[config.mk]
export PLATFORM = sky130hd
export DESIGN_NAME = dma_write_decode
export DESIGN_NICKNAME = d
export VERILOG_FILES = /design/src/hw/ac_tx_pkg.sv /design/src/hw/dma_write_decode.sv
export SDC_FILE = /design/constraint.sdc
export NUM_CORES = 1
export LEC_CHECK = 0
export ABC_AREA = 1
export BUFFER_PORTS_ARGS = -buffer_cell sky130_fd_sc_hd__clkbuf_2
export CORE_AREA = 2 2 88 90
export CTS_BUF_LIST = sky130_fd_sc_hd__clkbuf_8
export DETAILED_ROUTE_END_ITERATION = 16
export DIE_AREA = 0 0 90 92
export HOLD_SLACK_MARGIN = 0.1
export PLACE_DENSITY = 0.64
export SYNTH_ARGS = -nofsm -noshare
export SYNTH_HDL_FRONTEND = slang
export SYNTH_SLANG_ARGS = --single-unit
[constraint.sdc]
create_clock -name clk -period 2.9 [get_ports clk]
set_clock_uncertainty 0.15 [all_clocks]
set_input_delay 0.29 -clock clk [delete_from_list [all_inputs] [get_ports clk]]
set_output_delay 0.29 -clock clk [all_outputs]
set_load 0.02 [all_outputs]
[src/hw/ac_tx_pkg.sv]
`default_nettype none

package ac_tx_pkg;

	// 802.11 EDCA access categories, AC0 has the highest read priority here
	localparam int NUM_AC = 4;

	typedef enum logic [1:0] {
		AC0 = 2'd0,
		AC1 = 2'd1,
		AC2 = 2'd2,
		AC3 = 2'd3
	} ac_t;

	// data path
	localparam int DATA_W = 32; // one DMA word
	localparam int LEN_W = 20; // packet length in bytes

	// buffer geometry
	localparam int DEF_ADDR_W = 14; // 16K words per AC

	// fixed per-frame overhead in words, released along with the payload
	localparam int DEF_HDR_WORDS = 22;

	// pending frames per AC
	localparam int CNT_W = 8;

endpackage

`default_nettype wire
[src/hw/dma_write_decode.sv]
`timescale 1ns/1ps
`default_nettype none

// steers DMA words into the RAM of the named AC and tracks where they land
module dma_write_decode import ac_tx_pkg::*; #(
	parameter int ADDR_W = DEF_ADDR_W
) (
	input  wire logic              clk,
	input  wire logic              rst_n,
	input  wire ac_t               dma_ac,
	input  wire logic              dma_wen,
	output logic      [NUM_AC-1:0] mem_wen,
	output logic      [ADDR_W-1:0] mem_waddr,
	output logic      [NUM_AC-1:0] wr_strobe
);

	logic [ADDR_W-1:0] wr_ptr [NUM_AC]; // next free word per AC

	// one-hot enable from the AC number
	always_comb begin
		mem_wen = '0;
		if (dma_wen) begin
			mem_wen = NUM_AC'(1) << dma_ac;
		end
	end

	assign mem_waddr = wr_ptr[dma_ac]; // only one RAM writes per cycle so the address is shared
	assign wr_strobe = mem_wen; // arms the AC in the queue block

	// pointers wrap at the RAM depth by width
	always_ff @(posedge clk) begin
		if (!rst_n) begin
			for (int i = 0; i < NUM_AC; i++) begin
				wr_ptr[i] <= '0;
			end
		end else begin
			for (int i = 0; i < NUM_AC; i++) begin
				if (mem_wen[i]) begin
					wr_ptr[i] <= wr_ptr[i] + 1'b1;
				end
			end
		end
	end

	a_wen_known_ac: assert property (
		@(posedge clk) disable iff (!rst_n)
		dma_wen |-> !$isunknown(dma_ac)
	) else $error("dma write names an unknown AC");

endmodule

`default_nettype wire

* Word-level counts from Yosys, hierarchy flattened
Memory sizes are Yosys's and may differ from the RTL's.
Cells that the tools add are included.
** Operators by class
- $mul :: 0
- Shift-type cells :: 1
- Divide/modulo/power cells :: 0
- Bitwise logic cells :: 4
- Mux-type cells :: 18
- Equality and inequality tests :: 0
- Reduce and logical (&&, ||, !) cells :: 0
- Add/sub/neg operators :: 4
- Order comparisons :: 0
** Operators with widths (count)
- 14-bit by 1-bit adder with 14-bit output, second input constant :: 4
- 14-bit two-way mux :: 4
- 1-bit two-way mux :: 13
- 4-bit two-way mux :: 1
- 1-bit bitwise OR :: 4
- 1-bit by 2-bit left shift with 4-bit output, first input constant :: 1
** Storage, ports and cells
- ROM bits :: 0
- Memories :: 1
- Register bits after elaboration :: 0
- Bits in latches :: 0
- Output and inout port bits :: 22
- Bits in writable memories :: 56
** Memory list
- wr_ptr :: depth 4, bits a word 14, read ports 5, clocked after memory_dff 0, wr ports 4, line dma_write_decode.sv:17 : logic [ADDR_W-1:0] wr_ptr [NUM_AC];

* Longest topological paths before layout
- Depth in word-level cells :: 6
- Gate-level depth with buffers :: 8
- Depth with buffers taken out :: 8

* Worst setup path before layout
OpenSTA, ideal clock, no wires.
- Path type :: input to register
- Start point :: input port dma_wen
- End point :: memory wr_ptr[3][0] in the netlist's numbering (enable)
- Buffers on the path :: 1
- Stages :: 3
- Slack :: 0.733 ns
- Setup time :: 0.404 ns
- Arrival :: 1.612 ns
- Cells stage by stage :: inv_1 -> buf_2 -> o21ai_0
** RTL lines
- from (decl) :: line dma_write_decode.sv:11 : input wire logic dma_wen,
- to (decl) :: line dma_write_decode.sv:17

* Worst setup path after layout
- Start point :: input port dma_ac[0]
- End point :: output port mem_waddr[6]
** On the way
- Cells in the longest elaborated chain, start to end :: 1
** Ends and longest elaborated chain
- from (decl) :: line dma_write_decode.sv:10 : input wire ac_t dma_ac,
- memory 4 x 14 bit
- to (decl) :: line dma_write_decode.sv:13 : output logic [ADDR_W-1:0] mem_waddr,
No other way between the ends.

==> implementation parameters <==
Parameter                              Value

Outcome
  Status ... finished, final reports clean

Placement
  Final weighted congestion in routability-driven placement ... about 0.87
  Post-DP HPWL ... 6770 µm
  Placement Setup Slack ... between 900 and 1000 ps
  Total of buffers placed on input and output ports ... 26
  Placed insts ... 595

Routing
  Vias/cell ... 5.34
  Post-Route WL ... 8830 µm
  Total via count in the routed design ... 3,216
  Drt first-iter violations ... 249
  Count of TritonRoute iterations in the first routing pass ... 5
  Average routed wire per standard cell ... 14.7 µm
  Final ANT Viol Nets ... 0
  DRC violation count after routing ... 0

Final layout
  Layout area overhead ... 8.94%
  Fraction of layout instances using a drive strength above 1 ... 8.40%
  Fillers ... 725
  Final cell count without fillers ... 602
  Flip-flop count of the largest register after layout ... 56
  Commonest cells after routing, fill and taps aside ... sky130_fd_sc_hd__nand2_1 (125), sky130_fd_sc_hd__nor2_1 (96), sky130_fd_sc_hd__inv_1 (56), sky130_fd_sc_hd__edfxtp_1 (56), sky130_fd_sc_hd__nand3_1 (33)
  Post-layout utilization of the core ... 52.2%
  Antenna cell count ... 0
  Registers with the highest flip-flop counts ... wr_ptr (56)
  Register with the most flip-flops ... wr_ptr
  Number of nets in the layout ... 509
  Most common cell after layout, fill and taps aside ... sky130_fd_sc_hd__nand2_1

Setup path
  Crit path capture type ... output port
  Worst setup path class ... input pin to output port
  CP bufs+invs ... 2
  Maximum single-stage delay on the critical path ... approximately 590 ps
  CP startpoint kind ... input pin
  Crit path max fanout ... 13
  Worst-path cell with the longest stage delay ... sky130_fd_sc_hd__nor2_1
  Arrival time of data at the critical path endpoint ... 1590 ps
  Most common cell on crit path ... sky130_fd_sc_hd__clkbuf_2
  Top delay family on crit path ... simple AND/OR/NAND/NOR gates
  Required time at the worst-slack endpoint ... 2460 ps
  Worst-path cell chain ... clkbuf_2 > nor2_1 > a22oi_1 > o211ai_1 > clkbuf_2

Clock network
  Clk Latency, worst-skew pair ... ~310 ps
  TritonCTS Sinks ... 56
  CTS Root Buffer Type ... sky130_fd_sc_hd__clkbuf_8
  Number of CTS-inserted buffers ... 5
  Resized Gates After CTS ... 0
  Number of buffers inserted by post-CTS setup repair ... 0
  Post-CTS Hold Fix Bufs ... 0
  Worst-path clk slew ... roughly 100 ps
  Number of H-tree levels ... 2
  CTS tree ... built
  Buffer levels on the longest clock path ... 2

Floorplan
  # rows ... 32
  Starting density of the core ... 47.9%
  IO Count ... 27
  Std-Cell Core Area ... around 0.0074 mm²
  Chip width ... 90 µm
  Full die area ... 0.00828 mm²
  Vert. Die Dim ... roughly 90 µm

Synth
  Number of register bits inferred by synthesis ... 56
  Synthesized netlist net count ... 479
  Adder and majority gate portion of the synthesized area ... 1.40%
  Area fraction of the dominant cell type after synthesis ... around 47%
  Post-Synthesis Mean Instance Area ... 7.59 µm²
  Post-synthesis cell type with the largest combined area ... sky130_fd_sc_hd__edfxtp_1
  Post-synthesis cell count ... 470
  Area share of and/or/nand/nor cells after synthesis ... between 30% and 40%
  Post-synthesis compound-gate area fraction ... 11.5%
  Biggest area contributors in the synthesized netlist ... sky130_fd_sc_hd__edfxtp_1 (47%), sky130_fd_sc_hd__nand2_1 (13%), sky130_fd_sc_hd__nor2_1 (10%)
  Number of distinct standard cells referenced by the synthesized netlist ... 23
  Synth warn ... 0
  Xor and xnor area share after synthesis ... less than 1%
  Sequential fraction of the synthesis area ... 47.1%
  Mux cell area share after synthesis ... 0%
  Combinational family with the most area after synthesis ... simple AND/OR/NAND/NOR gates
  Cell area after synthesis ... around 0.0036 mm²

STA
  Unrepaired setup endpoints after global routing ... false
  Number of endpoints failing setup at the final stage ... 0
  Total negative setup slack ... 0 ps
  Final critical-path share of the clock period ... 70.1%
  Worst Max-Slew Pin Slew ... ~740 ps
  Maximum clock frequency ... around 490 MHz
  Max-slew violation count ... 0
  Worst Setup Slack, final ... 867 ps
  Min Clock Period, post-route ... 2030 ps
  Number of hold-slack violations in the final timing report ... 0
  Rel. slew slack ... between 50% and 60%

Power and ir drop
  NetSw ... 0.000463 W
  Switch share ... 28.6%
  Static Leakage ... 1.54 nW
  Cell Pwr Density ... approximately 420 mW/mm²
  VDD IR max ... 0.265 mV
  Register share of total power ... about three fifths
  Internal power ... 0.00116 W
  Clock network power share ... 25.9%
  Combinational power share ... 12.8%

GRT
  Global-route congestion overflow total ... 0
  Largest net degree at the start of global routing ... 16
  GRT Resource Usage Total ... approximately 22%
  Via count of the first global-routing pass ... 2,955
  Global-route wire length before repair ... 14,600 µm
  Number of antenna violations at the first check in global routing ... 1

Hold path
  Min-delay worst type ... input pin to flip-flop

Job
  Max-capacitance violation count ... 0
[metrics by stage]
step | total power (W) | hold slack (ps) | instance area [µm²]
5_1_grt | 0.00168 | 459 | 3890
3_3_place_gp | 0.00122 | 471 | 3810
3_5_place_dp | 0.00122 | 475 | 3810
4_1_cts | 0.00163 | 421 | 3890
2_1_floorplan | 0.00114 | 426 | 3570
6_report | 0.00162 | 423 | 3890
[final cells by class]
class,instances,area [µm²],share of cell area [%]
Sequential cell,56,1680,43.3
Multi-Input combinational cell,346,1610,41.5
Inverter,61,229,5.89
Timing Repair Buffer,30,160,4.12
Tap cell,102,128,3.28
Clock buffer,5,68.8,1.77
Clock inverter,2,7.51,0.193
[path summary, 6_finish.rpt]
check / from / to / slack (ps) / cells past startpoint
worst max register to register: wr_ptr[0][0] / wr_ptr[0][10] / 1010 / 6
worst min-delay path: rst_n / wr_ptr[1][1] / 420 / 3
worst min register to register: wr_ptr[2][0] / wr_ptr[2][0] / 490 / 1
worst max-delay path: dma_ac[0] / mem_waddr[6] / 870 / 5
[routing by layer]
metal / global-route usage [%] / up-vias / wire length, µm
li1: - / 1628 / -
met1: 29.2 / 1460 / 3950
met2: 36.4 / 119 / 4050
met3: 5.09 / 9 / 746
met4: 5.51 / 0 / 91
met5: 0 / - / 0
[power by group through the flow]
stage | Sequential (W) | Combinational, W | Clock (W)
2_1_floorplan | 0.000988 | 0.000149 | 0
3_3_place_gp | 0.00101 | 0.000203 | 0
3_5_place_dp | 0.00101 | 0.000207 | 0
4_1_cts | 0.000993 | 0.000207 | 0.000426
5_1_grt | 0.00100 | 0.000231 | 0.000446
6_report | 0.000995 | 0.000207 | 0.000420
[synth_stat cells, drive strengths merged]
cell	n
o22ai	1
buf	7
edfxtp	56
nor2	97
nand4	7
nand2	125
a22oi	13
nand3	33
xor2	1
o211ai	8
inv	59
o21bai	5
clkinv	2
nand3b	1
ha	4
a21oi	25
o21ai	17
nor3	7
nor3b	2
[worst reg2reg max path: stages, from the launching register on]
cell	delay, ps
sky130_fd_sc_hd__edfxtp_1	510
sky130_fd_sc_hd__ha_1	220
sky130_fd_sc_hd__nand2_1	90
sky130_fd_sc_hd__nor2_1	300
sky130_fd_sc_hd__nand2_1	150
sky130_fd_sc_hd__o21ai_0	170
sky130_fd_sc_hd__nor2_1	70
[cell families after synthesis]
logic type / count (synthesis)
and+or+nand+nor: 272
AOI/OAI and AO/OA: 69
buffers and inverters: 68
DFF: 56
adders and majority gates: 4
xor gates and xnor gates: 1
Note: power is estimated with default switching activity, not from simulation.
