[src/hw/ac_tx_pkg.sv]
`default_nettype none

package ac_tx_pkg;

	// 802.11 EDCA access categories, AC0 has the highest read priority here
	localparam int NUM_AC = 4;

	typedef enum logic [1:0] {
		AC0 = 2'd0,
		AC1 = 2'd1,
		AC2 = 2'd2,
		AC3 = 2'd3
	} ac_t;

	// data path
	localparam int DATA_W = 32; // one DMA word
	localparam int LEN_W = 20; // packet length in bytes

	// buffer geometry
	localparam int DEF_ADDR_W = 14; // 16K words per AC

	// fixed per-frame overhead in words, released along with the payload
	localparam int DEF_HDR_WORDS = 22;

	// pending frames per AC
	localparam int CNT_W = 8;

endpackage

`default_nettype wire
[src/hw/frame_queue_ctrl.sv]
`timescale 1ns/1ps
`default_nettype none

// per-AC armed flags, pending frames and release pointers
module frame_queue_ctrl import ac_tx_pkg::*; #(
	parameter int ADDR_W    = DEF_ADDR_W,
	parameter int HDR_WORDS = DEF_HDR_WORDS
) (
	input  wire logic              clk,
	input  wire logic              rst_n,
	input  wire logic [NUM_AC-1:0] wr_strobe,
	input  wire logic              ev_tx_ready,
	output logic                   ev_tx_ready_out,
	input  wire logic              clear_mpdu,
	input  wire logic              clear_ampdu,
	input  wire ac_t               clear_ac,
	input  wire logic [LEN_W-1:0]  pkt_len,
	input  wire logic [NUM_AC-1:0] disarm,
	output logic      [NUM_AC-1:0] armed,
	output logic      [NUM_AC-1:0] frame_info,
	output logic      [ADDR_W-1:0] base_ptr_ac0,
	output logic      [ADDR_W-1:0] base_ptr_ac1,
	output logic      [ADDR_W-1:0] base_ptr_ac2,
	output logic      [ADDR_W-1:0] base_ptr_ac3
);

	logic [CNT_W-1:0]  pend_cnt [NUM_AC];
	logic [ADDR_W-1:0] base_ptr [NUM_AC];
	logic [NUM_AC-1:0] clr_hit;
	logic [ADDR_W-1:0] adv_words;

	// payload words rounded up plus the fixed header modulo depth
	assign adv_words = ADDR_W'(pkt_len[LEN_W-1:2]) + ADDR_W'(|pkt_len[1:0])
		+ ADDR_W'(HDR_WORDS);

	// which AC a clear releases this cycle
	always_comb begin
		for (int i = 0; i < NUM_AC; i++) begin
			clr_hit[i] = (clear_mpdu || clear_ampdu) && (clear_ac == ac_t'(i));
		end
	end

	// ready event echo back to the upper MAC
	always_ff @(posedge clk) begin
		if (!rst_n) begin
			ev_tx_ready_out <= 1'b0;
		end else begin
			ev_tx_ready_out <= ev_tx_ready;
		end
	end

	// armed while DMA data sits in the AC and a new write beats a disarm
	always_ff @(posedge clk) begin
		if (!rst_n) begin
			armed <= '0;
		end else begin
			armed <= wr_strobe | (armed & ~disarm);
		end
	end

	always_ff @(posedge clk) begin
		if (!rst_n) begin
			for (int i = 0; i < NUM_AC; i++) begin
				pend_cnt[i] <= '0;
				base_ptr[i] <= '0;
			end
		end else begin
			for (int i = 0; i < NUM_AC; i++) begin
				if (ev_tx_ready && armed[i]) begin
					pend_cnt[i] <= pend_cnt[i] + 1'b1; // ready beats clear
				end else if (clr_hit[i] && pend_cnt[i] != '0) begin
					pend_cnt[i] <= pend_cnt[i] - 1'b1;
				end
				if (clr_hit[i]) begin
					base_ptr[i] <= base_ptr[i] + adv_words;
				end
			end
		end
	end

	// lowest AC with pending frames wins
	always_comb begin
		frame_info = '0;
		for (int i = NUM_AC - 1; i >= 0; i--) begin
			if (pend_cnt[i] != '0) begin
				frame_info = NUM_AC'(1) << i;
			end
		end
	end

	assign base_ptr_ac0 = base_ptr[0];
	assign base_ptr_ac1 = base_ptr[1];
	assign base_ptr_ac2 = base_ptr[2];
	assign base_ptr_ac3 = base_ptr[3];

	// an increment must never leave the count at zero
	for (genvar g = 0; g < NUM_AC; g++) begin : g_cnt_chk
		a_no_wrap: assert property (
			@(posedge clk) disable iff (!rst_n)
			ev_tx_ready && armed[g] |=> pend_cnt[g] != '0
		) else $error("pending count of AC%0d wrapped", g);
	end

	a_clear_known: assert property (
		@(posedge clk) disable iff (!rst_n)
		(clear_mpdu || clear_ampdu) |-> !$isunknown({clear_ac, pkt_len})
	) else $error("frame clear with unknown AC or length");

endmodule

`default_nettype wire

[config.mk]
export PLATFORM = sky130hd
export DESIGN_NAME = frame_queue_ctrl
export DESIGN_NICKNAME = d
export VERILOG_FILES = /design/src/hw/ac_tx_pkg.sv /design/src/hw/frame_queue_ctrl.sv
export SDC_FILE = /design/constraint.sdc
export NUM_CORES = 1
export LEC_CHECK = 0
export BUFFER_PORTS_ARGS = -buffer_cell sky130_fd_sc_hd__buf_2
export CAP_MARGIN = 40
export CORE_ASPECT_RATIO = 0.9
export CORE_MARGIN = 8
export CORE_UTILIZATION = 50
export CTS_BUF_LIST = sky130_fd_sc_hd__clkbuf_4 sky130_fd_sc_hd__clkbuf_8
export CTS_CLUSTER_DIAMETER = 80
export DETAILED_ROUTE_END_ITERATION = 6
export PLACE_DENSITY = 0.71
export SLEW_MARGIN = 15
export SYNTH_ARGS = -nofsm -noshare
export SYNTH_HDL_FRONTEND = slang
export SYNTH_SLANG_ARGS = --single-unit
[constraint.sdc]
create_clock -name clk -period 4.06 [get_ports clk]
set_clock_uncertainty 0.2 [all_clocks]
set_input_delay 0.203 -clock clk [delete_from_list [all_inputs] [get_ports clk]]
set_output_delay 0.203 -clock clk [all_outputs]
set_load 0.01 [all_outputs]
After elaboration in Yosys (flattened, before gate mapping)
Memories as Yosys holds them, arrays and structs flattened.
Cells that the tools add are included.
Word-level totals
  bits in read-only memories: 0
  memories kept: 2
  RAM bits: 88
  logic and storage cells: 112
  bits in registers: 5
  bits in latches: 0
Operators by class
  reductions and logical operators: 19
  mux-type cells: 57
  bitwise gates (word level): 15
  $lt $le $gt $ge: 0
  shifts and indexed selects: 0
  divide/modulo/power cells: 0
  multipliers: 0
  eq/ne operators: 3
  $add $sub $neg: 14
Memories
  base_ptr: depth 4, bits a word 14, read ports 4, clocked after memory_dff 0, write ports 4, line frame_queue_ctrl.sv:28  | logic [ADDR_W-1:0] base_ptr [NUM_AC];
  pend_cnt: depth 4, bits a word 8, read ports 4, clocked after memory_dff 0, write ports 4, line frame_queue_ctrl.sv:27  | logic [CNT_W-1:0] pend_cnt [NUM_AC];
Operator list (number)
  $mux W8: 8
  $add A14 B14 Y14: 4
  $mux W14: 4
  $mux W1: 41
  $add A8 B1 Y8 const B: 4
  $reduce_bool A8 Y1: 4
  $sub A8 B1 Y8 const B: 4
  $mux W4: 4
  $add A14 B1 Y14: 1
  $add A14 B5 Y14 const B: 1
  $logic_and A1 B1 Y1: 12
  $or A1 B1 Y1: 12
  $and A4 B4 Y4: 1
  $eq A2 B2 Y1 const B: 2
  $not A4 Y4: 1
  $or A4 B4 Y4: 1
  $eq A2 B1 Y1 const B: 1
  $logic_not A2 Y1: 1
  $reduce_or A2 Y1: 1
  $logic_or A1 B1 Y1: 1

Longest topological paths before layout
  depth in word-level cells: 8
  gate-level depth with buffers: 16
  depth with buffers taken out: 16

Least setup slack after synthesis
Ideal clock, no wire load.
  path type: input to register
  from: input port pkt_len[1]
  to: memory base_ptr[2][10] in the netlist's numbering, data pin
  data arrival time: 2.710 ns
  cell stages on the path: 12
  slack: 0.884 ns
  buffers on the path: 0
  setup time: 0.266 ns
  cell sequence: or2_2 ha_1 o31a_1 nor2_1 nor2_1 xor2_1 ha_1 a2111oi_0 o21ai_0 a41oi_1 xor2_1 nor2_1
RTL lines
  from (decl): line frame_queue_ctrl.sv:17  | input wire logic [LEN_W-1:0] pkt_len,
  to (decl): line frame_queue_ctrl.sv:28

==> flow_summary.json <==
{
  "ant_nets": 0,
  "netlist_instances": 742,
  "hold_class": "in -> reg",
  "drtIter0Drc": 312,
  "min_from": "ev_tx_ready",
  "ios": 100,
  "rr_startpoint": "pend_cnt[1][4]",
  "area_delta_synth_final_pct": 15.6,
  "vdd_ir_drop_max_mv": 0.237,
  "criticalPathCategory": "reg -> reg",
  "clkLatencyLatePin_ns": 0.39,
  "yosys_register_bits": 93,
  "grt_pass1_wl_mm": 29.2,
  "synthesis.area_sq_um": 7080,
  "rsz0062_at_grt": "false",
  "timing.fmax_ghz": 0.299,
  "p_leak_nw": 3.53,
  "synth_top_family_by_area": "compound AO/OA/AOI/OAI gates",
  "dp_hpwl_mm": 13.9,
  "crit_fanout": 7,
  "setup_tns_ns": 0,
  "cts_buffers": 9,
  "postCtsSetupBuffers": 0,
  "share_comb_of_total_power_pct": 31.6,
  "viasPerCell": 5.72,
  "p_clk_share_pct": 25.9,
  "clkSinkCount": 93,
  "cp_top_family": "simple AND/OR/NAND/NOR gates",
  "setup_viol": 0,
  "synthAdderAreaFrac_pct": 15.8,
  "overflow": 0,
  "fp.dieW_um": 141,
  "drc": 0,
  "ys_types": 55,
  "syn_area_per_cell_sq_um": 9.54,
  "drtPass1Iterations": 5,
  "globalRouteTotalUtil_pct": 20.1,
  "h-tree-depth": 3,
  "drive_gt1_share_pct": 15.7,
  "worstPathArrival_ns": 3.27,
  "slowest_delay_ns": 0.51,
  "syn_nets": 862,
  "cpMaxStageDelayCell": "nor4_1",
  "synth_edf_count": 88,
  "ys_warn_count": 0,
  "routed_wl_mm": 18.1,
  "synthMuxAreaShare_pct": 0,
  "die_h_um": 129,
  "design_area_sq_um": 8180,
  "wl_per_cell_um": 17.1,
  "synth-simple-area-share_pct": 17.2,
  "cts_tree": "done",
  "period_minus_slack_ns": 3.35,
  "postLayoutCoreUtil_pct": 58.6,
  "ys_async_sr_fraction_pct": 0,
  "required_ns": 3.98,
  "ys_seq_area_share_pct": 38.7,
  "cp-end-kind": "register",
  "worst_slew_pin_slew_ns": 0.806,
  "yosys_most_used_dff": "edfxtp_1",
  "crit_path_cell_trace": "nor4_1 > nand2_1 > nand3_1 > inv_1 > ha_1 > nor2b_1 > o21ai_0 > a21boi_0 > o21ai_0 > nand3_1 > nor3b_1",
  "synth_compound_area_share_pct": 18.0,
  "drv_cap": 0,
  "clockBufferDepth": 2,
  "core-area_sq_um": 14000,
  "p_seq_share_pct": 42.5,
  "cp.buffers_inverters": 1,
  "start_kind": "register",
  "power_switching_w": 0.000935,
  "start_util_pct": 50.7,
  "grt_pass1_vias": 5955,
  "placed_area_sq_um": 7870,
  "synthXorXnorAreaFrac_pct": 8.15,
  "routed-via-count": 6058,
  "path_clk_slew_ns": 0.09,
  "slew_headroom_pct": 45.9,
  "antenna_found_initial": 4,
  "maxSlewViolCount": 0,
  "switching_share_pct": 32.8,
  "grt_start_max_net_pins": 19,
  "cts_root_buf": "clkbuf_8",
  "finalHoldViolations": 0,
  "period_share_pct": 82.5,
  "intPower_w": 0.00191,
  "status": "completed",
  "die-area_sq_um": 18200,
  "powerDensity_nw_per_um2": 348,
  "critical_path.startpoint": "pend_cnt[1][4]",
  "gp_congestion": 0.870,
  "numPortBuffers": 95,
  "placementRows": 41,
  "fin_nets": 980
}
[final cells by class]
class	instances	area (sq um)
Inverter	31	116
Clock inverter	4	68.8
Sequential cell	93	2740
Multi-Input combinational cell	608	4190
Antenna cell	1	2.50
Fill cell	1239	5770
Clock buffer	12	165
Tap cell	193	241
Timing Repair Buffer	117	661
[registers in the layout, indices dropped and copies added (netlist names)]
register and count:
armed 4, ev_tx_ready_out 1, pend_cnt 32, base_ptr 56
[per-layer routing]
metal	vias to the layer above	part of all wire [%]	global-route usage, %	routed length (um)
li1	2977	-	-	-
met1	2827	44	24.6	7950
met2	209	46	33.0	8280
met3	39	7.9	5.92	1420
met4	6	2.2	7.70	399
met5	-	0.19	0	35
[final timing paths]
path	to	slack [ns]	cells after the start
max	pend_cnt[1][6]	0.71	11
min	ev_tx_ready_out	0.09	2
max reg2reg	pend_cnt[1][6]	0.71	11
min reg2reg	pend_cnt[0][0]	0.42	1
[power groups by stage]
| stage | combinational (W) | sequential, W | clock (W) |
|---|---|---|---|
| 6_report | 0.000901 | 0.00121 | 0.000739 |
| 5_1_grt | 0.00101 | 0.00122 | 0.000782 |
| 4_1_cts | 0.000894 | 0.00121 | 0.000760 |
| 3_5_place_dp | 0.000880 | 0.00123 | 0 |
| 3_3_place_gp | 0.000849 | 0.00123 | 0 |
| 2_1_floorplan | 0.000627 | 0.00123 | 0 |
[cells in the mapped netlist (all sizes together) (3+ instances only)]
cell,n,area (sq um)
xnor2,31,272
or2,4,25.0
nor2,109,409
o211ai,5,37.5
o21a,8,60.1
nor3,18,90.1
o21bai,5,37.5
and2,11,68.8
o21ai,53,265
o22ai,3,18.8
inv,31,116
nor4,11,68.8
fa,7,140
a31oi,5,31.3
a21boi,6,45.0
nor3b,9,72.6
a21oi,54,278
a211oi,17,128
nand4,3,18.8
edfxtp,88,2640
clkbuf,9,33.8
ha,78,976
or3,3,18.8
xor2,34,305
nand3,15,75.1
a21o,18,135
and3,3,18.8
nor2b,15,93.8
nand2b,5,31.3
o31ai,4,30.0
dfxtp,5,100
nand2,46,173
[cell usage in the layout (no fill, tap or decap), types with 11 or more instances in the layout]
| cell type | count |
|---|---|
| a211oi_1 | 17 |
| a21o_1 | 18 |
| a21oi_1 | 52 |
| and2_1 | 11 |
| buf_2 | 95 |
| buf_4 | 14 |
| clkbuf_8 | 12 |
| edfxtp_1 | 88 |
| ha_1 | 78 |
| inv_1 | 31 |
| nand2_1 | 46 |
| nand3_1 | 15 |
| nor2_1 | 109 |
| nor2b_1 | 15 |
| nor3_1 | 18 |
| nor4_1 | 11 |
| o21ai_0 | 51 |
| xnor2_1 | 31 |
| xor2_1 | 33 |
[timing repair]
item	CTS	global route
hold buffers	8	0
resized for setup	0	0
hold endpoints to repair	4	0
[cells by family (layout without fill, tap and decap cells)]
| group | Yosys count | after routing |
|---|---|---|
| simple gates | 258 | 258 |
| compound gates | 200 | 200 |
| flops | 93 | 93 |
| fa+ha+maj | 85 | 85 |
| xor+xnor | 65 | 65 |
| buf+inv | 41 | 164 |
| other cells | 0 | 1 |
[metrics by stage]
stage / setup WS (ns) / power [W] / cells / hold slack, ns
floorplan: 0.884 / 0.00186 / 742 / 0.127
global placement: 0.536 / 0.00208 / 1033 / 0.211
detailed placement: 0.454 / 0.00211 / 1034 / 0.220
CTS: 0.792 / 0.00286 / 1058 / 0.0572
global route: 0.472 / 0.00301 / 1059 / 0.0803
finish: 0.712 / 0.00285 / 1059 / 0.0891
Note: power is estimated with default switching activity, not from simulation.
