### src/hw/ac_tx_pkg.sv
`default_nettype none

package ac_tx_pkg;

	// 802.11 EDCA access categories, AC0 has the highest read priority here
	localparam int NUM_AC = 4;

	typedef enum logic [1:0] {
		AC0 = 2'd0,
		AC1 = 2'd1,
		AC2 = 2'd2,
		AC3 = 2'd3
	} ac_t;

	// data path
	localparam int DATA_W = 32; // one DMA word
	localparam int LEN_W = 20; // packet length in bytes

	// buffer geometry
	localparam int DEF_ADDR_W = 14; // 16K words per AC

	// fixed per-frame overhead in words, released along with the payload
	localparam int DEF_HDR_WORDS = 22;

	// pending frames per AC
	localparam int CNT_W = 8;

endpackage

`default_nettype wire
### src/hw/read_select.sv
`timescale 1ns/1ps
`default_nettype none

// read grant for the transmit handler and the data return path
module read_select import ac_tx_pkg::*; #(
	parameter int ADDR_W = DEF_ADDR_W
) (
	input  wire logic              clk,
	input  wire logic              rst_n,
	input  wire logic              frame_en,
	input  wire logic [ADDR_W-1:0] frame_addr,
	input  wire logic              data_end_confirm,
	input  wire logic              frame_info_retry,
	input  wire logic [NUM_AC-1:0] armed,
	output logic      [NUM_AC-1:0] rd_ac,
	output logic      [NUM_AC-1:0] mem_ren,
	output logic      [ADDR_W-1:0] mem_raddr,
	input  wire logic [DATA_W-1:0] mem_rdata_ac0,
	input  wire logic [DATA_W-1:0] mem_rdata_ac1,
	input  wire logic [DATA_W-1:0] mem_rdata_ac2,
	input  wire logic [DATA_W-1:0] mem_rdata_ac3,
	output logic      [NUM_AC-1:0] disarm,
	output logic      [DATA_W-1:0] frame_data
);

	logic              retry_q;
	logic [NUM_AC-1:0] req;
	ac_t               grant_ac;
	ac_t               last_ac; // also the data mux select
	logic [DATA_W-1:0] rdata_ac [NUM_AC];

	// retry opens every AC until the frame ends and set beats clear
	always_ff @(posedge clk) begin
		if (!rst_n) begin
			retry_q <= 1'b0;
		end else if (frame_info_retry) begin
			retry_q <= 1'b1;
		end else if (data_end_confirm) begin
			retry_q <= 1'b0;
		end
	end

	assign req = armed | {NUM_AC{retry_q}};

	// lowest requesting AC and no read in a confirm cycle
	always_comb begin
		rd_ac = '0;
		grant_ac = AC0;
		if (frame_en && !data_end_confirm) begin
			for (int i = NUM_AC - 1; i >= 0; i--) begin
				if (req[i]) begin
					rd_ac = NUM_AC'(1) << i;
					grant_ac = ac_t'(i);
				end
			end
		end
	end

	assign mem_ren = rd_ac;
	assign mem_raddr = frame_addr; // only the granted RAM reads it

	// lines up with the one-cycle RAM read
	always_ff @(posedge clk) begin
		if (!rst_n) begin
			last_ac <= AC0;
		end else if (|rd_ac) begin
			last_ac <= grant_ac;
		end
	end

	// end of frame releases the AC that was read last
	always_comb begin
		disarm = '0;
		if (data_end_confirm) begin
			disarm = NUM_AC'(1) << last_ac;
		end
	end

	assign rdata_ac[0] = mem_rdata_ac0;
	assign rdata_ac[1] = mem_rdata_ac1;
	assign rdata_ac[2] = mem_rdata_ac2;
	assign rdata_ac[3] = mem_rdata_ac3;

	assign frame_data = rdata_ac[last_ac]; // holds until the next grant

	a_read_known: assert property (
		@(posedge clk) disable iff (!rst_n)
		frame_en |-> !$isunknown({data_end_confirm, frame_addr})
	) else $error("frame read with unknown address or confirm");

endmodule

`default_nettype wire

### config.mk
export PLATFORM = sky130hd
export DESIGN_NAME = read_select
export DESIGN_NICKNAME = d
export VERILOG_FILES = /design/src/hw/ac_tx_pkg.sv /design/src/hw/read_select.sv
export SDC_FILE = /design/constraint.sdc
export NUM_CORES = 1
export LEC_CHECK = 0
export ABC_CLOCK_PERIOD_IN_PS = 1650
export BUFFER_PORTS_ARGS = -buffer_cell sky130_fd_sc_hd__buf_2
export CAP_MARGIN = 20
export CORE_AREA = 2 2 82 84
export CTS_CLUSTER_SIZE = 14
export DETAILED_ROUTE_END_ITERATION = 8
export DIE_AREA = 0 0 84 86
export PLACE_DENSITY_LB_ADDON = 0.3
export SYNTH_ARGS = -nofsm -noshare
export SYNTH_HDL_FRONTEND = slang
export SYNTH_SLANG_ARGS = --single-unit
### constraint.sdc
create_clock -name clk -period 1.65 [get_ports clk]
set_input_delay 0.4125 -clock clk [delete_from_list [all_inputs] [get_ports clk]]
set_output_delay 0.4125 -clock clk [all_outputs]
set_load 0.01 [all_outputs]
After elaboration in Yosys (flattened, before gate mapping)
Index checks and enable logic that the tools add are counted.
Widths: inputs -> output; s select.

storage, ports and cells
  bits in registers = 3
  output and inout port bits = 58
  logic and storage cells = 26

operators by class
  $lt $le $gt $ge = 1
  shift operators = 1
  muxes and demuxes = 16
  bitwise gates (word level) = 2
  reduce and logical (&&, ||, !) cells = 4

operator list
  kind                 count
  $bmux 32 s2          1
  $mux 32              2
  $mux 4               6
  $mux 2               5
  $or 4x4->4           1
  $reduce_or 4->1      1
  $shl 1x2->4 const A  1
  $ge 3x3->1 const B   1
  $not 2->3            1
  $mux 1               2
  $reduce_bool 2->1    1
  $logic_and 1x1->1    1
  $logic_not 1->1      1

Depth between registers and ports, before layout
Gate-level depths: netlist of the first run.

  word-level depth = 7
  depth in mapped cells = 4

Worst setup path before layout of the first run
No wires, ideal clock.

  path type = register to output
  start point = register last_ac[0]
  end point = output frame_data[26]
  data arrival time = 1.153 ns
  data required time = 1.237 ns
  setup slack = 0.084 ns
  cell stages (with the launch flop) = 4
  path through = dfxtp_1 buf_6 buf_6 mux4_2

on the way
  longest elaborated chain between the ends = 4

ends and longest elaborated chain
  what                                         line               text
  from (decl)                                  read_select.sv:29  ac_t last_ac;
  from (signal assigned)                       read_select.sv:67  last_ac <= grant_ac;
  $not 2->3 (implied by the code)              read_select.sv:84  assign frame_data = rdata_ac[last_ac];
  $bmux 32 s2                                  read_select.sv:84
  $mux 32 (implied by the code) (2 in series)  read_select.sv:84
  to (decl)                                    read_select.sv:23  output logic [DATA_W-1:0] frame_data

No other way between the ends. The select of a mux whose other input is x is not followed.

Worst setup path after layout of the first run
  start point = register last_ac[0]
  end point = output frame_data[11]

The elaborated chain is that of the path after synthesis.

==> out/metrics.yaml, run 1 <==
global_route:
  grt_first_pass_wirelength_mm: 7.87
  grt_max_degree: 36
  grt_pass1_vias: 1562
  grt_usage_pct: 13.8
  grt-ovfl-total: 0
  antenna_found_initial: 1
routing:
  dr_wl_met2_mm: 3.05
  drt_iter0_markers: 30
  routedWlPerCell_um: 16.5
  viasPerCell: 4.59
  top_layer: "met4"
  wirelength_mm: 5.50
  antenna_left: 0
  vias: 1533
  first_pass_iters: 4
  drc: 0
  wl_met3_um: 450
  wl_met1_mm: 1.81
clock_tree:
  cts_buffer_depth: 2
  cts_buffers: 3
  clock_sinks: 3
  path_clk_slew_ns: 0.03
  htreeDepth: 1
  cts.root.buffer_cell: "clkbuf_8"
  clkLatencyLatePin_ns: 0.21
  cts_tree: "done"
  postCtsHoldBufs: 0
setup_path:
  required_ns: 1.24
  r2r_cells: 5
  worstReg2RegEnd: "last_ac[0]$_SDFFE_PN0P_"
  crit_arrival_ns: 1.49
  crit_path_end_kind: "primary output"
  cp_max_fo: 6
  r2r_start: "last_ac[0]$_SDFFE_PN0P_"
  crit_type: "reg -> out"
  startpoint_type: "register"
  r2r_slack_ns: 0.51
floorplanning:
  row_count: 29
  die_area_sq_mm: 0.00722
  coreArea_sq_mm: 0.00628
  initial_core_util_pct: 18.4
  die_x_um: 84
  ioPinCount: 209
  die_h_um: 86
finish:
  finalNetCount: 408
  layout-drive-gt1-share_pct: 90.6
  syn_to_final_growth_pct: 97.3
  fin_area_sq_mm: 0.00227
synthesis:
  syn_avg_cell_area_sq_um: 13.6
  synth_edf_count: 0
  synth_cells: 85
  ys_ff_latch: 3
  synth.most_common_cell: "mux4_2"
  ys_top_cells_by_area: "mux4_2 (53%), buf_4 (12%), mux4_1 (11%)"
  synth_cell_types: 20
  synth_top_area_cell: "mux4_2"
  netlist_top_cells_count: "mux4_2 (27), buf_4 (18), mux4_1 (5), buf_2 (4), nor2_1 (4)"
  ys_seq_area_share_pct: 5.21
  synth_top_area_share_pct: 52.8
  synth-main-ff-cell: "dfxtp_1"
  async_reset_ff_share_pct: 0
  syn-cell-area_sq_mm: 0.00115
  syn_nets: 236
  yosysWarnings: 0
timing:
  timing.final.ws_setup_ns: -0.255
  fin_skew_ns: 0.00159
  fmax_mhz: 525
  hold-worst-slack_ns: 0.413
  rsz0062_at_grt: "true"
  setup_viol: 34
  setup_tns_ns: -6.51
  drv_slew: 0
  hold_viol_final: 0
  relSlewSlack_pct: 85.6
  fin_crit_sh_pct: 115
  worst_pin_slew_ns: 0.216
  period_needed_ns: 1.90
hold_path:
  holdPathStages: 2
  hp-class: "in -> reg"
  holdPathEnd: "retry_q$_SDFFE_PN0P_"
  min-delay-start: "frame_info_retry"
power:
  power.total_uw: 942
  p_leak_nw: 1.13
  power_density_mw_per_mm2: 414
  ir_drop_mv: 0.533
placed_design:
  port_buffers: 180
  dp_slack_ns: -0.0786
  gp_congestion: 0.890
  dp.final_hpwl_mm: 4.43
  place_area_sq_mm: 0.00200
job:
  maxCapViolations: 0
outcome:
  status: "finished with violations"
  violations: "negative setup slack"
## power breakdown
| part | total, mW | switching [mW] | internal (mW) |
|---|---|---|---|
| clock network | 0.210 | 0.0453 | 0.164 |
| logic | 0.647 | 0.238 | 0.409 |
| registers | 0.0850 | 0.00728 | 0.0777 |
## area by class of cell
class                   instances  area [sq um]
flip-flops and latches          3          65.1
clock buffers                   4          45.0
inverters                       1          3.75
multi-input cells              55           871
well taps                      77          96.3
repair buffers                193          1190
diodes                          1          2.50
fillers                       646          4000
## flip-flops by register name, indices dropped and copies added (netlist names)
signal and cells:
last_ac 2, retry_q 1
## worst max-delay path, cell delays in order, from the launching register on
cell and delay [ns]:
dfxtp_4 0.38, buf_12 0.12, buf_16 0.13, mux4_2 0.51, buf_6 0.14
## through the flow
step / utilization [%] / instances
3_3_place_gp: 31.9 / 322
4_1_cts: 35.8 / 334
2_1_floorplan: - / 85
3_5_place_dp: 31.9 / 322
6_report: 36.2 / 334
5_1_grt: 36.2 / 334
## repair_timing
item / in CTS / in global routing
gates cloned: 3 / 1
endpoints found under the setup margin: 33 / 40
pin swaps: 1 / 0
buffers inserted: 6 / 0
resized for setup: 23 / 9
## logic make-up (layout without fill, tap and decap cells)
kind of cell | Yosys count | count (layout) | share of synthesized area, %
multiplexers | 32 | 32 | 64.2
buffers and inverters | 27 | 198 | 19.2
AND/OR/NAND/NOR | 16 | 16 | 7.92
AO/OA/AOI/OAI | 7 | 7 | 3.47
flip-flops | 3 | 3 | 5.21
other | 0 | 1 | 0
## per-layer routing
metal | vias up | track usage (%)
met5 | - | 0
met4 | 0 | 5.57
met3 | 18 | 2.89
met2 | 112 | 27.6
met1 | 719 | 13.7
li1 | 684 | -
## placed cells by master, fill, tap and decap left out, drive strengths merged
cell type  Yosys  final
buf           26    192
dfxtp          3      3
a21oi          2      2
nor2b          2      2
and3           2      2
nand2          1      1
nand2b         2      2
o21a           1      1
o21ai          3      3
nor2           4      4
clkbuf         0      5
and4b          1      1
a211oi         1      1
nor3           2      2
nor3b          2      2
mux4          32     32
inv            1      1
diode          0      1
## worst max path at each step
stage                             from        endpoint  slack [ns]  depth (start not counted)
2_1_floorplan  last_ac[0]$_SDFFE_PN0P_  frame_data[26]        0.08                          3
3_3_place_gp   last_ac[0]$_SDFFE_PN0P_   frame_data[2]       -0.05                          3
3_5_place_dp   last_ac[0]$_SDFFE_PN0P_   frame_data[1]       -0.08                          3
4_1_cts        last_ac[0]$_SDFFE_PN0P_  frame_data[26]       -0.26                          4
5_1_grt        last_ac[0]$_SDFFE_PN0P_  frame_data[11]       -0.31                          4
6_report       last_ac[0]$_SDFFE_PN0P_  frame_data[11]       -0.25                          4
No activity file was read; power rests on OpenSTA's default activity.
==> inputs of run 2 (changes only) <==
--- a/config.mk
+++ b/config.mk
@@ -5,13 +5,16 @@
 export SDC_FILE = /design/constraint.sdc
 export NUM_CORES = 1
 export LEC_CHECK = 0
+export ABC_AREA = 1
 export ABC_CLOCK_PERIOD_IN_PS = 1650
 export BUFFER_PORTS_ARGS = -buffer_cell sky130_fd_sc_hd__buf_2
 export CAP_MARGIN = 20
-export CORE_AREA = 2 2 82 84
+export CELL_PAD_IN_SITES_DETAIL_PLACEMENT = 1
+export CELL_PAD_IN_SITES_GLOBAL_PLACEMENT = 1
+export CORE_MARGIN = 1
+export CORE_UTILIZATION = 16
 export CTS_CLUSTER_SIZE = 14
 export DETAILED_ROUTE_END_ITERATION = 8
-export DIE_AREA = 0 0 84 86
 export PLACE_DENSITY_LB_ADDON = 0.3
 export SYNTH_ARGS = -nofsm -noshare
 export SYNTH_HDL_FRONTEND = slang
==> constraint.sdc (replaced) <==
create_clock -name clk -period 1.65 [get_ports clk]
set_input_delay 0.33 -clock clk [delete_from_list [all_inputs] [get_ports clk]]
set_output_delay 0.33 -clock clk [all_outputs]
set_load 0.01 [all_outputs]
==> out/metrics.yaml, run 2 <==
clock_tree:
  clkLatencyLatePin_ns: 0.22  # was 0.21 ns
  htreeDepth: 1  # unchanged
  cts.root.buffer_cell: "clkbuf_8"  # unchanged
  postCtsHoldBufs: 0  # unchanged
  path_clk_slew_ns: 0.03  # about the same
  clock_sinks: 3  # unchanged
  cts_tree: "done"  # unchanged
  cts_buffer_depth: 2  # unchanged
  cts_buffers: 3  # unchanged
synthesis:
  async_reset_ff_share_pct: 0  # unchanged
  synth-main-ff-cell: "dfxtp_1"  # unchanged
  synth_cells: 209  # was 85
  syn_avg_cell_area_sq_um: 6.34  # was 13.6 sq um
  syn-cell-area_sq_mm: 0.00133  # was 0.00115 sq mm
  synth_top_area_cell: "nand3_1"  # was mux4_2
  netlist_top_cells_count: "nand3_1 (98), a22oi_1 (22), buf_4 (22), a22oi_2 (10), nor2_1 (10)"  # was mux4_2 (27), buf_4 (18), mux4_1 (5), buf_2 (4), nor2_1 (4)
  yosysWarnings: 0  # unchanged
  synth_top_area_share_pct: 37.0  # was 52.8%
  synth_cell_types: 18  # was 20
  ys_top_cells_by_area: "nand3_1 (37%), a22oi_1 (12%), buf_4 (12%)"  # was mux4_2 (53%), buf_4 (12%), mux4_1 (11%)
  syn_nets: 360  # was 236
  synth.most_common_cell: "nand3_1"  # was mux4_2
  synth_edf_count: 0  # unchanged
  ys_ff_latch: 3  # unchanged
  ys_seq_area_share_pct: 4.53  # was 5.21%
finish:
  finalNetCount: 523  # was 408
  largest_reg_flops: 2  # unchanged
  largest_register: "last_ac"  # unchanged
  fin_area_sq_mm: 0.00240  # was 0.00227 sq mm
  largestRegisters: "last_ac x2, retry_q x1"  # unchanged
  final_util_pct: 30.5  # was 36.2%
  layout-drive-gt1-share_pct: 60.9  # was 90.6%
  final_cell_mix: "buf_2 (179), nand3_1 (98), a22oi_2 (18)"  # was buf_2 (167), mux4_2 (31), buf_6 (15)
  layout_commonest_cell: "buf_2"  # unchanged
  syn_to_final_growth_pct: 81.3  # was 97.3%
timing:
  worst_pin_slew_ns: 0.228  # was 0.216 ns
  period_needed_ns: 1.65  # was 1.90 ns
  drv_slew: 0  # unchanged
  fin_crit_sh_pct: 99.7  # was 115%
  rsz0062_at_grt: "true"  # unchanged
  hold_viol_final: 0  # unchanged
  fmax_mhz: 608  # was 525 MHz
  relSlewSlack_pct: 84.8  # was 85.6%
  setup_viol: 0  # was 34
  timing.final.ws_setup_ns: 0.00446  # was -0.255 ns
  fin_skew_ns: 0.00332  # was 0.00159 ns
  setup_tns_ns: 0  # was -6.51 ns
setup_path:
  crit_type: "reg -> out"  # unchanged
  worst_path_max_delay_cell: "dfxtp_4"  # was mux4_2
  crit_arrival_ns: 1.32  # was 1.49 ns
  cp_max_fo: 14  # was 6
  crit_chain: "inv_8 -> nor2_8 -> buf_12 -> a22oi_1 -> nand3_1 -> buf_2"  # was buf_12 -> buf_16 -> mux4_2 -> buf_6
  startpoint_type: "register"  # unchanged
  crit_path_end_kind: "primary output"  # unchanged
  slowest_delay_ns: 0.39  # was 0.51 ns
  required_ns: 1.32  # was 1.24 ns
  crit_buf_inv: 3  # unchanged
  path_delay_family: "flip-flops"  # was multiplexers
hold_path:
  hp-class: "in -> reg"  # unchanged
placed_design:
  dp_slack_ns: -0.00459  # was -0.0786 ns
  gp_congestion: 0.789  # was 0.890
  port_buffers: 180  # unchanged
  place_area_sq_mm: 0.00221  # was 0.00200 sq mm
  dp.final_hpwl_mm: 5.86  # was 4.43 mm
power:
  combPwrFrac_pct: 68.8  # was 68.7%
  power_density_mw_per_mm2: 402  # was 414 mW/mm^2
  p_leak_nw: 1.21  # was 1.13 nW
  power_frac_clock_pct: 22.5  # was 22.3%
  power.total_uw: 965  # was 942 uW
  p_seq_share_pct: 8.7  # was 9.0%
  p_int_uw: 579  # was 651 uW
  swShare_pct: 40.0  # was 30.8%
  p_sw_uw: 386  # was 290 uW
  ir_drop_mv: 0.604  # was 0.533 mV
global_route:
  grt_usage_pct: 15.8  # was 13.8%
  grt_pass1_vias: 2236  # was 1562
  grt_first_pass_wirelength_mm: 10.9  # was 7.87 mm
  grt-ovfl-total: 0  # unchanged
  grt_max_degree: 42  # was 36
  antenna_found_initial: 1  # unchanged
floorplanning:
  die_x_um: 93  # was 84 um
  die_area_sq_mm: 0.00865  # was 0.00722 sq mm
  coreArea_sq_mm: 0.00789  # was 0.00628 sq mm
  die_h_um: 93  # was 86 um
  initial_core_util_pct: 16.8  # was 18.4%
  row_count: 32  # was 29
  ioPinCount: 209  # unchanged
routing:
  first_pass_iters: 4  # unchanged
  antenna_left: 0  # unchanged
  viasPerCell: 4.62  # was 4.59
  routedWlPerCell_um: 15.5  # was 16.5 um
  wirelength_mm: 7.33  # was 5.50 mm
  vias: 2191  # was 1533
  drc: 0  # unchanged
  drt_iter0_markers: 59  # was 30
outcome:
  status: "finished, final reports clean"  # was finished with violations
job:
  maxCapViolations: 0  # unchanged
-- run 2: cell types whose count changed in the layout (fill, tap and decap cells not counted), sizes merged, moves of 4 or more --
cell,before,now
nand3,0,98
a22oi,0,32
mux4,32,0
nor2,4,13
inv,1,8
nand2,1,6
buf,192,196
-- run 2: logic make-up (layout without fill, tap and decap cells) --
| kind of cell | after synthesis | in the layout | synth area share (%) |
|---|---|---|---|
| compound gates | 37 | 37 | 23.8 |
| buf+inv | 47 | 209 | 25.3 |
| flops | 3 | 3 | 4.53 |
| other cells | 0 | 1 | 0 |
| simple gates | 122 | 122 | 46.4 |
-- run 2: cell type report --
class                           instances  area [sq um]
Timing Repair Buffer                  197          1140
Inverter                                8          37.5
Fill cell                            1051          5490
Multi-Input combinational cell        159           980
Clock buffer                            4          45.0
Tap cell                              102           128
Sequential cell                         3          67.6
Antenna cell                            1          2.50
-- run 2: metrics by stage --
stage	cells	hold WS [ns]
after floorplan	209	0.428
after CTS	473	0.332
final	474	0.329
after detailed placement	463	0.561
after global routing	474	0.336
after global placement	463	0.538
-- run 2: power groups by stage --
stage | logic, mW | clock network [mW] | registers [mW]
finish | 0.664 | 0.217 | 0.0837
detailed placement | 0.625 | 0 | 0.0875
CTS | 0.670 | 0.225 | 0.0831
floorplan | 0.340 | 0 | 0.0805
global route | 0.725 | 0.229 | 0.0848
global placement | 0.616 | 0 | 0.0871
-- run 2: worst reg2reg max path, cell delays in order, from the launching register on --
cell and delay, ns:
dfxtp_1 0.39, nor2_2 0.09, a21oi_1 0.20, inv_1 0.08, a21oi_1 0.15, nor2_1 0.06
-- run 2: path summary, 6_finish.rpt --
check	start	endpoint	cells after the start	slack, ns
setup / recovery	last_ac[0]$_SDFFE_PN0P_	frame_data[15]	6	0.004
hold / removal	frame_info_retry	retry_q$_SDFFE_PN0P_	3	0.33
setup reg to reg	retry_q$_SDFFE_PN0P_	last_ac[0]$_SDFFE_PN0P_	5	0.57
hold reg to reg	retry_q$_SDFFE_PN0P_	retry_q$_SDFFE_PN0P_	2	0.59
-- run 2: repair_timing --
item / CTS / global route
resized for setup: 11 / 9
setup buffers: 6 / 0
gates cloned: 1 / 1
endpoints found under the setup margin: 35 / 32
pin swaps: 4 / 3
-- run 2: routing by layer --
layer,part of all wire (%),vias up,track usage (%)
met4,1.4,0,3.33
met2,54,106,31.6
met3,8.1,8,4.31
li1,-,1081,-
met5,0,-,0
met1,37,996,16.0
